## src/rtl/ccip_shim_pkg.sv

```systemverilog
`default_nettype none

package ccip_shim_pkg;

    // Read request header is one plain word
    localparam int req_hdr_w = 32;

    // Line count minus one, in the low bits
    localparam int req_cl_len_lsb = 0;
    localparam int req_cl_len_w = 2;

    // 8-bit tag right above the line count
    // Address takes the remaining upper 22 bits
    localparam int req_mdata_lsb = 2;

    // Receive channel widths
    localparam int rx_hdr_w = 16;
    localparam int cl_data_w = 64;

    // Queue depths as log2 of the entry count
    localparam int req_depth_radix = 4;
    localparam int rsp_depth_radix = 5;

    // Requests the AFU may still issue after it sees almost-full
    localparam int alm_full_threshold = 2;

    // Outstanding lines allowed before almost-full rises
    // Eight per late request, not four, leaves room for MMIO beats
    // and for AFU reaction delay
    localparam int credit_limit = (2 ** rsp_depth_radix) - 8 * alm_full_threshold;

    // Zero or negative size here stops elaboration
    // Means the response queue is too shallow for the threshold
    typedef logic t_credit_limit_check [credit_limit];

    // Credit counter holds up to twice the response queue size
    localparam int cnt_w = rsp_depth_radix + 1;

    // One response queue entry: header, data and three kind bits
    localparam int rsp_entry_w = rx_hdr_w + cl_data_w + 3;

    // Receive header, read either as memory response or MMIO request
    typedef union packed {
        // Memory read response view
        struct packed {
            logic [3:0] rsp_type;
            // Set when one beat stands for several lines
            logic       cl_packed;
            logic [1:0] cl_num;
            logic [8:0] mdata;
        } mem;
        // MMIO read or write request view
        struct packed {
            logic [7:0] tid;
            logic [7:0] address;
        } mmio;
    } t_c0_rx_hdr;

endpackage

`default_nettype wire

```

## src/rtl/c0_rx_if.sv

```systemverilog
`default_nettype none

interface c0_rx_if;
    import ccip_shim_pkg::*;

    // Beat kind, at most one set per cycle
    logic                 rsp_valid;
    logic                 mmio_rd_valid;
    logic                 mmio_wr_valid;

    // Header decoded by kind, data meaningful for responses and MMIO writes
    t_c0_rx_hdr           hdr;
    logic [cl_data_w-1:0] data;

    // Response queue drives the beat toward the AFU
    modport source (
        output rsp_valid,
        output mmio_rd_valid,
        output mmio_wr_valid,
        output hdr,
        output data
    );

    // Credit tracker watches the same beat
    modport monitor (
        input rsp_valid,
        input mmio_rd_valid,
        input mmio_wr_valid,
        input hdr,
        input data
    );

endinterface

`default_nettype wire

```

## src/rtl/sync_fifo.sv

```systemverilog
`default_nettype none

module sync_fifo
  #(
    parameter int data_w = 8,
    parameter int depth_radix = 4
    )
   (
    input  logic                   afu_clk,
    input  logic                   afu_softreset,
    input  logic                   wr_en,
    input  logic [data_w-1:0]      wr_data,
    input  logic                   rd_en,
    output logic [data_w-1:0]      rd_data,
    output logic                   empty,
    output logic                   full,
    output logic [depth_radix-1:0] fill
    );

    // Storage, 2**depth_radix entries
    logic [data_w-1:0]    mem [2 ** depth_radix];

    // Pointers carry one extra wrap bit
    logic [depth_radix:0] wr_ptr;
    logic [depth_radix:0] rd_ptr;
    logic [depth_radix:0] used;
    logic                 wr_fire;
    logic                 rd_fire;

    // Occupancy from pointer distance
    assign used = wr_ptr - rd_ptr;
    assign empty = (used == '0);
    // Only the full count reaches the wrap bit
    assign full = used[depth_radix];

    // Full saturates so the top bit stays set at the last entry
    assign fill = full ? '1 : used[depth_radix-1:0];

    // Writes into a full FIFO are dropped
    assign wr_fire = wr_en && !full;
    assign rd_fire = rd_en && !empty;

    always_ff @(posedge afu_clk)
    begin
        if (afu_softreset)
        begin
            wr_ptr <= '0;
            rd_ptr <= '0;
        end
        else
        begin
            if (wr_fire)
            begin
                wr_ptr <= wr_ptr + 1'b1;
            end
            if (rd_fire)
            begin
                rd_ptr <= rd_ptr + 1'b1;
            end
        end
    end

    // Write port
    always_ff @(posedge afu_clk)
    begin
        if (wr_fire)
        begin
            mem[wr_ptr[depth_radix-1:0]] <= wr_data;
        end
    end

    // Registered read, data valid the cycle after rd_en
    always_ff @(posedge afu_clk)
    begin
        if (rd_fire)
        begin
            rd_data <= mem[rd_ptr[depth_radix-1:0]];
        end
    end

    // Owners pop only while the FIFO holds data
    a_no_read_empty: assert property (@(posedge afu_clk) disable iff (afu_softreset)
        rd_en |-> !empty);

endmodule

`default_nettype wire

```

## src/rtl/c0_req_queue.sv

```systemverilog
`default_nettype none

module c0_req_queue
   (
    input  logic                                      afu_clk,
    input  logic                                      afu_softreset,
    input  logic                                      c0_req_valid,
    input  logic [ccip_shim_pkg::req_hdr_w-1:0]       c0_req_hdr,
    input  logic                                      host_alm_full,
    output logic                                      host_req_valid,
    output logic [ccip_shim_pkg::req_hdr_w-1:0]       host_req_hdr,
    output logic [ccip_shim_pkg::req_depth_radix-1:0] req_fill,
    output logic                                      req_overflow
    );
    import ccip_shim_pkg::*;

    // AFU side input register
    logic                 req_valid_q;
    logic [req_hdr_w-1:0] req_hdr_q;

    // FIFO read side
    logic [req_hdr_w-1:0] fifo_dout;
    logic                 fifo_empty;
    logic                 fifo_full;
    logic                 pop;
    logic                 pop_q;

    always_ff @(posedge afu_clk)
    begin
        if (afu_softreset)
        begin
            req_valid_q <= 1'b0;
        end
        else
        begin
            req_valid_q <= c0_req_valid;
        end
    end

    always_ff @(posedge afu_clk)
    begin
        req_hdr_q <= c0_req_hdr;
    end

    sync_fifo
      #(
        .data_w(req_hdr_w),
        .depth_radix(req_depth_radix)
        )
      req_fifo
       (
        .afu_clk(afu_clk),
        .afu_softreset(afu_softreset),
        .wr_en(req_valid_q),
        .wr_data(req_hdr_q),
        .rd_en(pop),
        .rd_data(fifo_dout),
        .empty(fifo_empty),
        .full(fifo_full),
        .fill(req_fill)
        );

    // Forward while the host still takes requests
    assign pop = !fifo_empty && !host_alm_full;

    // Popped entry shows on the FIFO output one cycle later
    always_ff @(posedge afu_clk)
    begin
        if (afu_softreset)
        begin
            pop_q <= 1'b0;
            host_req_valid <= 1'b0;
        end
        else
        begin
            pop_q <= pop;
            host_req_valid <= pop_q;
        end
    end

    // Host side output register
    always_ff @(posedge afu_clk)
    begin
        host_req_hdr <= fifo_dout;
    end

    // Sticky drop flag, AFU ignored almost-full
    always_ff @(posedge afu_clk)
    begin
        if (afu_softreset)
        begin
            req_overflow <= 1'b0;
        end
        else
        begin
            req_overflow <= req_overflow || (req_valid_q && fifo_full);
        end
    end

    // Two cycles of host almost-full drain the popped request out of the pipe
    a_host_backpressure: assert property (@(posedge afu_clk) disable iff (afu_softreset)
        host_alm_full ##1 host_alm_full |=> !host_req_valid);

endmodule

`default_nettype wire

```

## src/rtl/c0_credit_tracker.sv

```systemverilog
`default_nettype none

module c0_credit_tracker
   (
    input  logic                                      afu_clk,
    input  logic                                      afu_softreset,
    input  logic                                      c0_req_valid,
    input  logic [ccip_shim_pkg::req_hdr_w-1:0]       c0_req_hdr,
    input  logic [ccip_shim_pkg::req_depth_radix-1:0] req_fill,
    c0_rx_if.monitor                                  rx,
    output logic                                      c0_tx_alm_full
    );
    import ccip_shim_pkg::*;

    logic [req_cl_len_w-1:0] req_cl_len;
    // Lines added and returned this cycle
    logic [cnt_w-1:0]        inc;
    logic [cnt_w-1:0]        dec;
    // Lines requested but not yet returned
    logic [cnt_w-1:0]        cnt;

    assign req_cl_len = c0_req_hdr[req_cl_len_lsb +: req_cl_len_w];

    // Request adds its full line count
    always_comb
    begin
        inc = '0;
        if (c0_req_valid)
        begin
            inc = cnt_w'(req_cl_len) + 1'b1;
        end
    end

    // Memory response returns one line, or cl_num+1 when packed
    // MMIO beats never touch the count
    always_comb
    begin
        dec = '0;
        if (rx.rsp_valid)
        begin
            if (rx.hdr.mem.cl_packed)
            begin
                dec = cnt_w'(rx.hdr.mem.cl_num) + 1'b1;
            end
            else
            begin
                dec = cnt_w'(1);
            end
        end
    end

    always_ff @(posedge afu_clk)
    begin
        if (afu_softreset)
        begin
            cnt <= '0;
        end
        else
        begin
            cnt <= cnt + inc - dec;
        end
    end

    // Request queue half full, or too many lines in flight
    always_ff @(posedge afu_clk)
    begin
        if (afu_softreset)
        begin
            c0_tx_alm_full <= 1'b0;
        end
        else
        begin
            c0_tx_alm_full <= req_fill[req_depth_radix-1] ||
                              (cnt > cnt_w'(credit_limit));
        end
    end

    // Host never returns more lines than the AFU requested
    a_cnt_no_underflow: assert property (@(posedge afu_clk) disable iff (afu_softreset)
        ((cnt_w+1)'(cnt) + (cnt_w+1)'(inc)) >= (cnt_w+1)'(dec));

endmodule

`default_nettype wire

```

## src/rtl/c0_rsp_queue.sv

```systemverilog
`default_nettype none

module c0_rsp_queue
   (
    input  logic                                afu_clk,
    input  logic                                afu_softreset,
    input  logic                                host_rsp_valid,
    input  logic                                host_mmio_rd_valid,
    input  logic                                host_mmio_wr_valid,
    input  logic [ccip_shim_pkg::rx_hdr_w-1:0]  host_rx_hdr,
    input  logic [ccip_shim_pkg::cl_data_w-1:0] host_rx_data,
    c0_rx_if.source                             rx,
    output logic                                rsp_overflow
    );
    import ccip_shim_pkg::*;

    // Host side input register
    logic                   rsp_valid_q;
    logic                   mmio_rd_valid_q;
    logic                   mmio_wr_valid_q;
    logic [rx_hdr_w-1:0]    rx_hdr_q;
    logic [cl_data_w-1:0]   rx_data_q;
    logic                   beat_q;

    // FIFO entry packing
    logic [rsp_entry_w-1:0] fifo_din;
    logic [rsp_entry_w-1:0] fifo_dout;
    logic                   fifo_empty;
    logic                   fifo_full;
    logic                   pop;
    logic                   pop_q;

    // Unpacked FIFO output
    logic [rx_hdr_w-1:0]    out_hdr;
    logic [cl_data_w-1:0]   out_data;
    logic                   out_rsp;
    logic                   out_mmio_rd;
    logic                   out_mmio_wr;

    always_ff @(posedge afu_clk)
    begin
        if (afu_softreset)
        begin
            rsp_valid_q <= 1'b0;
            mmio_rd_valid_q <= 1'b0;
            mmio_wr_valid_q <= 1'b0;
        end
        else
        begin
            rsp_valid_q <= host_rsp_valid;
            mmio_rd_valid_q <= host_mmio_rd_valid;
            mmio_wr_valid_q <= host_mmio_wr_valid;
        end
    end

    always_ff @(posedge afu_clk)
    begin
        rx_hdr_q <= host_rx_hdr;
        rx_data_q <= host_rx_data;
    end

    // Any kind of beat takes one entry
    assign beat_q = rsp_valid_q || mmio_rd_valid_q || mmio_wr_valid_q;
    assign fifo_din = {rx_hdr_q, rx_data_q, rsp_valid_q, mmio_rd_valid_q, mmio_wr_valid_q};

    sync_fifo
      #(
        .data_w(rsp_entry_w),
        .depth_radix(rsp_depth_radix)
        )
      rsp_fifo
       (
        .afu_clk(afu_clk),
        .afu_softreset(afu_softreset),
        .wr_en(beat_q),
        .wr_data(fifo_din),
        .rd_en(pop),
        .rd_data(fifo_dout),
        .empty(fifo_empty),
        .full(fifo_full),
        .fill()
        );

    // No back-pressure toward the AFU
    assign pop = !fifo_empty;
    assign {out_hdr, out_data, out_rsp, out_mmio_rd, out_mmio_wr} = fifo_dout;

    // Kind bits count only in the cycle after a pop
    always_ff @(posedge afu_clk)
    begin
        if (afu_softreset)
        begin
            pop_q <= 1'b0;
            rx.rsp_valid <= 1'b0;
            rx.mmio_rd_valid <= 1'b0;
            rx.mmio_wr_valid <= 1'b0;
        end
        else
        begin
            pop_q <= pop;
            rx.rsp_valid <= pop_q && out_rsp;
            rx.mmio_rd_valid <= pop_q && out_mmio_rd;
            rx.mmio_wr_valid <= pop_q && out_mmio_wr;
        end
    end

    // AFU side payload register
    always_ff @(posedge afu_clk)
    begin
        rx.hdr <= out_hdr;
        rx.data <= out_data;
    end

    // Sticky drop flag, host outran the credits
    always_ff @(posedge afu_clk)
    begin
        if (afu_softreset)
        begin
            rsp_overflow <= 1'b0;
        end
        else
        begin
            rsp_overflow <= rsp_overflow || (beat_q && fifo_full);
        end
    end

    // Host sends one kind of beat per cycle
    a_one_kind: assert property (@(posedge afu_clk) disable iff (afu_softreset)
        $onehot0({host_rsp_valid, host_mmio_rd_valid, host_mmio_wr_valid}));

endmodule

`default_nettype wire

```

## src/rtl/ccip_c0_shim.sv

```systemverilog
`default_nettype none

module ccip_c0_shim
   (
    input  logic                                afu_clk,
    input  logic                                afu_softreset,

    // AFU read requests
    input  logic                                c0_req_valid,
    input  logic [ccip_shim_pkg::req_hdr_w-1:0] c0_req_hdr,
    output logic                                c0_tx_alm_full,

    // Read requests toward the host
    output logic                                host_req_valid,
    output logic [ccip_shim_pkg::req_hdr_w-1:0] host_req_hdr,
    input  logic                                host_alm_full,

    // Receive beats from the host
    input  logic                                host_rsp_valid,
    input  logic                                host_mmio_rd_valid,
    input  logic                                host_mmio_wr_valid,
    input  logic [ccip_shim_pkg::rx_hdr_w-1:0]  host_rx_hdr,
    input  logic [ccip_shim_pkg::cl_data_w-1:0] host_rx_data,

    // Receive beats toward the AFU
    output logic                                afu_rsp_valid,
    output logic                                afu_mmio_rd_valid,
    output logic                                afu_mmio_wr_valid,
    output logic [ccip_shim_pkg::rx_hdr_w-1:0]  afu_rx_hdr,
    output logic [ccip_shim_pkg::cl_data_w-1:0] afu_rx_data,

    // Bit 0 request FIFO drop, bit 1 response FIFO drop
    output logic [1:0]                          shim_error
    );

    logic [ccip_shim_pkg::req_depth_radix-1:0] req_fill;
    logic                                      req_overflow;
    logic                                      rsp_overflow;

    // Beat shared by response queue and credit tracker
    c0_rx_if rx ();

    c0_req_queue req_queue
       (
        .afu_clk(afu_clk),
        .afu_softreset(afu_softreset),
        .c0_req_valid(c0_req_valid),
        .c0_req_hdr(c0_req_hdr),
        .host_alm_full(host_alm_full),
        .host_req_valid(host_req_valid),
        .host_req_hdr(host_req_hdr),
        .req_fill(req_fill),
        .req_overflow(req_overflow)
        );

    c0_credit_tracker credit_tracker
       (
        .afu_clk(afu_clk),
        .afu_softreset(afu_softreset),
        .c0_req_valid(c0_req_valid),
        .c0_req_hdr(c0_req_hdr),
        .req_fill(req_fill),
        .rx(rx),
        .c0_tx_alm_full(c0_tx_alm_full)
        );

    c0_rsp_queue rsp_queue
       (
        .afu_clk(afu_clk),
        .afu_softreset(afu_softreset),
        .host_rsp_valid(host_rsp_valid),
        .host_mmio_rd_valid(host_mmio_rd_valid),
        .host_mmio_wr_valid(host_mmio_wr_valid),
        .host_rx_hdr(host_rx_hdr),
        .host_rx_data(host_rx_data),
        .rx(rx),
        .rsp_overflow(rsp_overflow)
        );

    // Spread the beat onto the AFU ports
    assign afu_rsp_valid = rx.rsp_valid;
    assign afu_mmio_rd_valid = rx.mmio_rd_valid;
    assign afu_mmio_wr_valid = rx.mmio_wr_valid;
    assign afu_rx_hdr = rx.hdr;
    assign afu_rx_data = rx.data;

    assign shim_error = {rsp_overflow, req_overflow};

endmodule

`default_nettype wire

```

## config.mk

```make
export PLATFORM = sky130hd
export DESIGN_NAME = ccip_c0_shim
export DESIGN_NICKNAME = d
export VERILOG_FILES = /design/src/rtl/ccip_shim_pkg.sv /design/src/rtl/c0_rx_if.sv /design/src/rtl/sync_fifo.sv /design/src/rtl/c0_req_queue.sv /design/src/rtl/c0_credit_tracker.sv /design/src/rtl/c0_rsp_queue.sv /design/src/rtl/ccip_c0_shim.sv
export SDC_FILE = /design/constraint.sdc
export NUM_CORES = 2
export LEC_CHECK = 0
export ABC_AREA = 1
export BUFFER_PORTS_ARGS = -buffer_cell sky130_fd_sc_hd__buf_2
export CORE_UTILIZATION = 55
export CTS_BUF_LIST = sky130_fd_sc_hd__clkbuf_4 sky130_fd_sc_hd__clkbuf_8
export DETAILED_ROUTE_END_ITERATION = 10
export PLACE_DENSITY = 0.77
export SLEW_MARGIN = 10
export SYNTH_ARGS = -nofsm -noshare
export SYNTH_HDL_FRONTEND = slang
export SYNTH_SLANG_ARGS = --single-unit
```

## constraint.sdc

```tcl
create_clock -name afu_clk -period 9.74 [get_ports afu_clk]
set_input_delay 1.461 -clock afu_clk [delete_from_list [all_inputs] [get_ports afu_clk]]
set_output_delay 1.461 -clock afu_clk [all_outputs]
set_load 0.03 [all_outputs]
```

==> impl_metrics.xml <==
<?xml version="1.0" encoding="UTF-8"?>
<metrics>
  <group name="clock_network">
    <metric name="cts-resized-gates" unit="">0</metric>
    <metric name="cts_hold_buffers" unit="">0</metric>
    <metric name="numCtsBuffers" unit="">569</metric>
    <metric name="tritoncts" unit="">built</metric>
    <metric name="cts_buffer_depth" unit="">4</metric>
    <metric name="post_cts.repair.setup_buffers" unit="">0</metric>
    <metric name="worst_skew_pair.late_latency" unit="ps">1140</metric>
    <metric name="clock-root-buffer" unit="">clkbuf_8</metric>
    <metric name="worst_setup_hold_path_clk_slew" unit="ps">60</metric>
    <metric name="cts_htree_levels" unit="">6</metric>
    <metric name="clock-sinks" unit="">3548</metric>
  </group>
  <group name="place">
    <metric name="numPortBuffers" unit="">237</metric>
    <metric name="placed_cell_area" unit="um^2">139000</metric>
    <metric name="post-dp-hpwl" unit="um">174000</metric>
    <metric name="dp.cells" unit="">13202</metric>
    <metric name="routabilityCongestion" unit="">0.835</metric>
  </group>
  <group name="grt">
    <metric name="via_count_of_the_first_global_routing_pass" unit="">85255</metric>
    <metric name="grt_first_pass_wirelength" unit="um">517000</metric>
    <metric name="antenna_found_initial" unit="">9</metric>
    <metric name="grt.total_usage" unit="%">28.0</metric>
    <metric name="maximum_number_of_pins_on_one_net_before_global_route_repair" unit="">257</metric>
    <metric name="grt-ovfl-total" unit="">0</metric>
  </group>
  <group name="sta">
    <metric name="timing.fmax" unit="MHz">175</metric>
    <metric name="period_minus_slack" unit="ps">5720</metric>
    <metric name="timing.setup.tns" unit="ps">0</metric>
    <metric name="fin_skew" unit="ps">103</metric>
    <metric name="finalMaxSlewViolations" unit="">0</metric>
    <metric name="grt_setup_unrepaired" unit="">false</metric>
    <metric name="finalHoldViolCount" unit="">0</metric>
    <metric name="finalSetupViolCount" unit="">0</metric>
    <metric name="worstMarginPinSlew" unit="ps">1370</metric>
    <metric name="max_slew_headroom_at_the_worst_pin" unit="%">8.67</metric>
    <metric name="final_hold_slack" unit="ps">296</metric>
    <metric name="crit_share_post_route" unit="%">58.7</metric>
  </group>
  <group name="critical_path">
    <metric name="critPathLaunch" unit="">rsp_queue.rsp_fifo.rd_ptr[2]$_SDFFE_PP0P_</metric>
    <metric name="path_max_fanout" unit="">52</metric>
    <metric name="worstReg2RegEnd" unit="">rsp_queue.rsp_fifo.mem[21][75]$_DFFE_PP_</metric>
    <metric name="setup.worst_path.class" unit="">reg -&gt; reg</metric>
    <metric name="worst_setup_path_start_kind" unit="">flop</metric>
    <metric name="ff_to_ff_path_depth" unit="">11</metric>
    <metric name="worst_setup_path_end_kind" unit="">flop</metric>
    <metric name="critPathRequiredTime" unit="ps">10450</metric>
    <metric name="ff2ff_setup_slack" unit="ps">4020</metric>
    <metric name="regToRegStartpoint" unit="">rsp_queue.rsp_fifo.rd_ptr[2]$_SDFFE_PP0P_</metric>
    <metric name="worst_setup_path_endpoint" unit="">rsp_queue.rsp_fifo.mem[21][75]$_DFFE_PP_</metric>
    <metric name="worstPathArrival" unit="ps">6420</metric>
  </group>
  <group name="synthesis">
    <metric name="post_synth_inst_count" unit="">10251</metric>
    <metric name="post_synth_instance_area" unit="um^2">135000</metric>
    <metric name="count_of_state_elements_after_synthesis" unit="">3548</metric>
    <metric name="yosysSeqAreaShare" unit="%">77.2</metric>
    <metric name="unique_cell_type_count_in_the_yosys_netlist" unit="">34</metric>
    <metric name="syn_avg_cell_area" unit="um^2">13.1</metric>
    <metric name="mappedNetlistNets" unit="">10402</metric>
    <metric name="yosysWarningCount" unit="">0</metric>
  </group>
  <group name="die">
    <metric name="die_ht" unit="um">497</metric>
    <metric name="num_rows" unit="">181</metric>
    <metric name="die_w" unit="um">497</metric>
    <metric name="core-area" unit="um^2">243000</metric>
    <metric name="effective_utilization_at_floorplan" unit="%">55.3</metric>
    <metric name="die-area" unit="um^2">247000</metric>
    <metric name="io_pins" unit="">238</metric>
  </group>
  <group name="cells_and_area">
    <metric name="final_core_util" unit="%">61.6</metric>
    <metric name="drive_above_1_share" unit="%">12.7</metric>
    <metric name="fin_nets" unit="">10722</metric>
    <metric name="layout.cells.non_filler" unit="">14213</metric>
    <metric name="area.growth.synth_to_final" unit="%">11.4</metric>
    <metric name="most_common_library_cell_in_the_layout_ignoring_fill_and_taps" unit="">edfxtp_1</metric>
    <metric name="final_cell_area" unit="um^2">150000</metric>
    <metric name="layout.cells.most_common_list" unit="">edfxtp_1 (3283), nor2_1 (2245), o21ai_0 (1373)</metric>
  </group>
  <group name="drt">
    <metric name="final_antenna_net_count" unit="">0</metric>
    <metric name="drt-vias-per-instance" unit="">6.15</metric>
    <metric name="drt-total-wl" unit="um">351000</metric>
    <metric name="remaining_drc_errors" unit="">0</metric>
    <metric name="num_vias" unit="">87374</metric>
    <metric name="first_pass_detailed_route_iteration_total" unit="">6</metric>
    <metric name="drt-wirelength-per-cell" unit="um">24.7</metric>
    <metric name="drt_iter0_markers" unit="">12525</metric>
  </group>
  <group name="pwr">
    <metric name="power_per_cell_area" unit="nW/um^2">276</metric>
    <metric name="power.leakage" unit="nW">50.7</metric>
    <metric name="peakVddDrop" unit="uV">272</metric>
  </group>
  <group name="status">
    <metric name="outcome" unit="">finished clean</metric>
  </group>
  <group name="job">
    <metric name="drv.max_cap_violation_count" unit="">0</metric>
  </group>
  <group name="min_path">
    <metric name="hold_path.class" unit="">reg -&gt; reg</metric>
  </group>
</metrics>
state kept, by name, summed over array words and instances (netlist names), 32 cells and up:
signal,count
req_queue.req_fifo.mem,512
req_queue.req_hdr_q,32
req_queue.req_fifo.rd_data,32
rsp_queue.rsp_fifo.rd_data,83
req_queue.host_req_hdr,32
rsp_queue.rsp_fifo.mem,2656
rsp_queue.rx_data_q,64
rsp_queue.rx.data,64
metal layers:
| metal | GRT usage (%) | vias up | part of all wire, % |
|---|---|---|---|
| li1 | - | 37963 | - |
| met1 | 37.7 | 42393 | 37 |
| met2 | 44.6 | 6084 | 47 |
| met3 | 5.55 | 932 | 12 |
| met4 | 12.0 | 2 | 4.0 |
| met5 | 0 | - | 0.0037 |
kinds of logic (layout without fill, tap and decap cells):
family	Yosys count	count (layout)	synth area share [%]
xor+xnor	15	15	0.0976
other cells	0	7	0
simple gates	3530	3530	10.2
flops	3548	3548	77.2
compound gates	2327	2327	9.59
fa+ha+maj	32	32	0.320
buf+inv	799	1552	2.56
power breakdown:
group	internal (mW)	switching [mW]	total [mW]
registers	17.8	0.589	18.4
clock network	6.90	5.70	12.6
logic	2.68	7.69	10.4
total	27.4	14.0	41.3
per-stage QoR:
| stage | worst slack [ps] | total power, mW |
|---|---|---|
| 4_1_cts | 4080 | 41.3 |
| 5_1_grt | 3820 | 43.0 |
| 2_1_floorplan | 1420 | 25.4 |
| 3_3_place_gp | 4190 | 28.6 |
| 6_report | 4020 | 41.3 |
| 3_5_place_dp | 4150 | 28.8 |
worst min-delay path by stage:
| stage | startpoint | to | cells past startpoint | slack (ps) |
|---|---|---|---|---|
| 6_report | rsp_queue.rsp_fifo.rd_data[18]$_DFFE_PP_ | rsp_queue.rx.data[15]$_DFF_P_ | 0 | 300 |
| 5_1_grt | rsp_queue.rsp_fifo.rd_data[18]$_DFFE_PP_ | rsp_queue.rx.data[15]$_DFF_P_ | 0 | 330 |
| 4_1_cts | rsp_queue.rsp_fifo.rd_data[18]$_DFFE_PP_ | rsp_queue.rx.data[15]$_DFF_P_ | 0 | 310 |
| 3_5_place_dp | rsp_queue.rsp_fifo.rd_data[55]$_DFFE_PP_ | rsp_queue.rx.data[52]$_DFF_P_ | 0 | 330 |
| 3_3_place_gp | rsp_queue.rsp_fifo.rd_data[18]$_DFFE_PP_ | rsp_queue.rx.data[15]$_DFF_P_ | 0 | 320 |
| 2_1_floorplan | req_queue.req_fifo.rd_data[0]$_DFFE_PP_ | req_queue.host_req_hdr[0]$_DFF_P_ | 0 | 320 |
worst max-delay path, stage by stage, from the launching register on:
cell,delay [ps]
dfxtp_4,830
inv_2,40
buf_4,350
ha_1,440
or2_1,280
nand3_1,140
nand3_1,80
nand2_1,380
nand2_2,800
nor3_2,400
buf_4,640
buf_4,820
synthesized netlist by cell type, drive strengths merged:
cell / number / area, um^2
or3: 1 / 6.26
nand4: 6 / 37.5
o211ai: 226 / 1700
nor3: 34 / 170
dfxtp: 265 / 5310
ha: 28 / 350
o22ai: 433 / 2710
clkinv: 8 / 30.0
fa: 4 / 80.1
xor2: 12 / 105
o21ai: 1561 / 7810
a21boi: 1 / 7.51
inv: 124 / 468
nand3: 371 / 1860
nor2: 2264 / 8500
nand3b: 2 / 15.0
xnor2: 3 / 26.3
buf: 262 / 1420
a21oi: 63 / 315
nand2: 849 / 3190
a31oi: 1 / 6.26
or2: 3 / 18.8
clkbuf: 405 / 1520
o221ai: 42 / 368
edfxtp: 3283 / 98600
cell type report:
| class | count | area (um^2) |
|---|---|---|
| Timing Repair Buffer | 416 | 2660 |
| Fill cell | 17481 | 93300 |
| Inverter | 132 | 549 |
| Clock buffer | 820 | 10100 |
| Antenna cell | 7 | 17.5 |
| Sequential cell | 3548 | 104000 |
| Multi-Input combinational cell | 5904 | 27600 |
| Clock inverter | 184 | 1130 |
| Tap cell | 3202 | 4010 |
(Power assumes the default switching activity.)
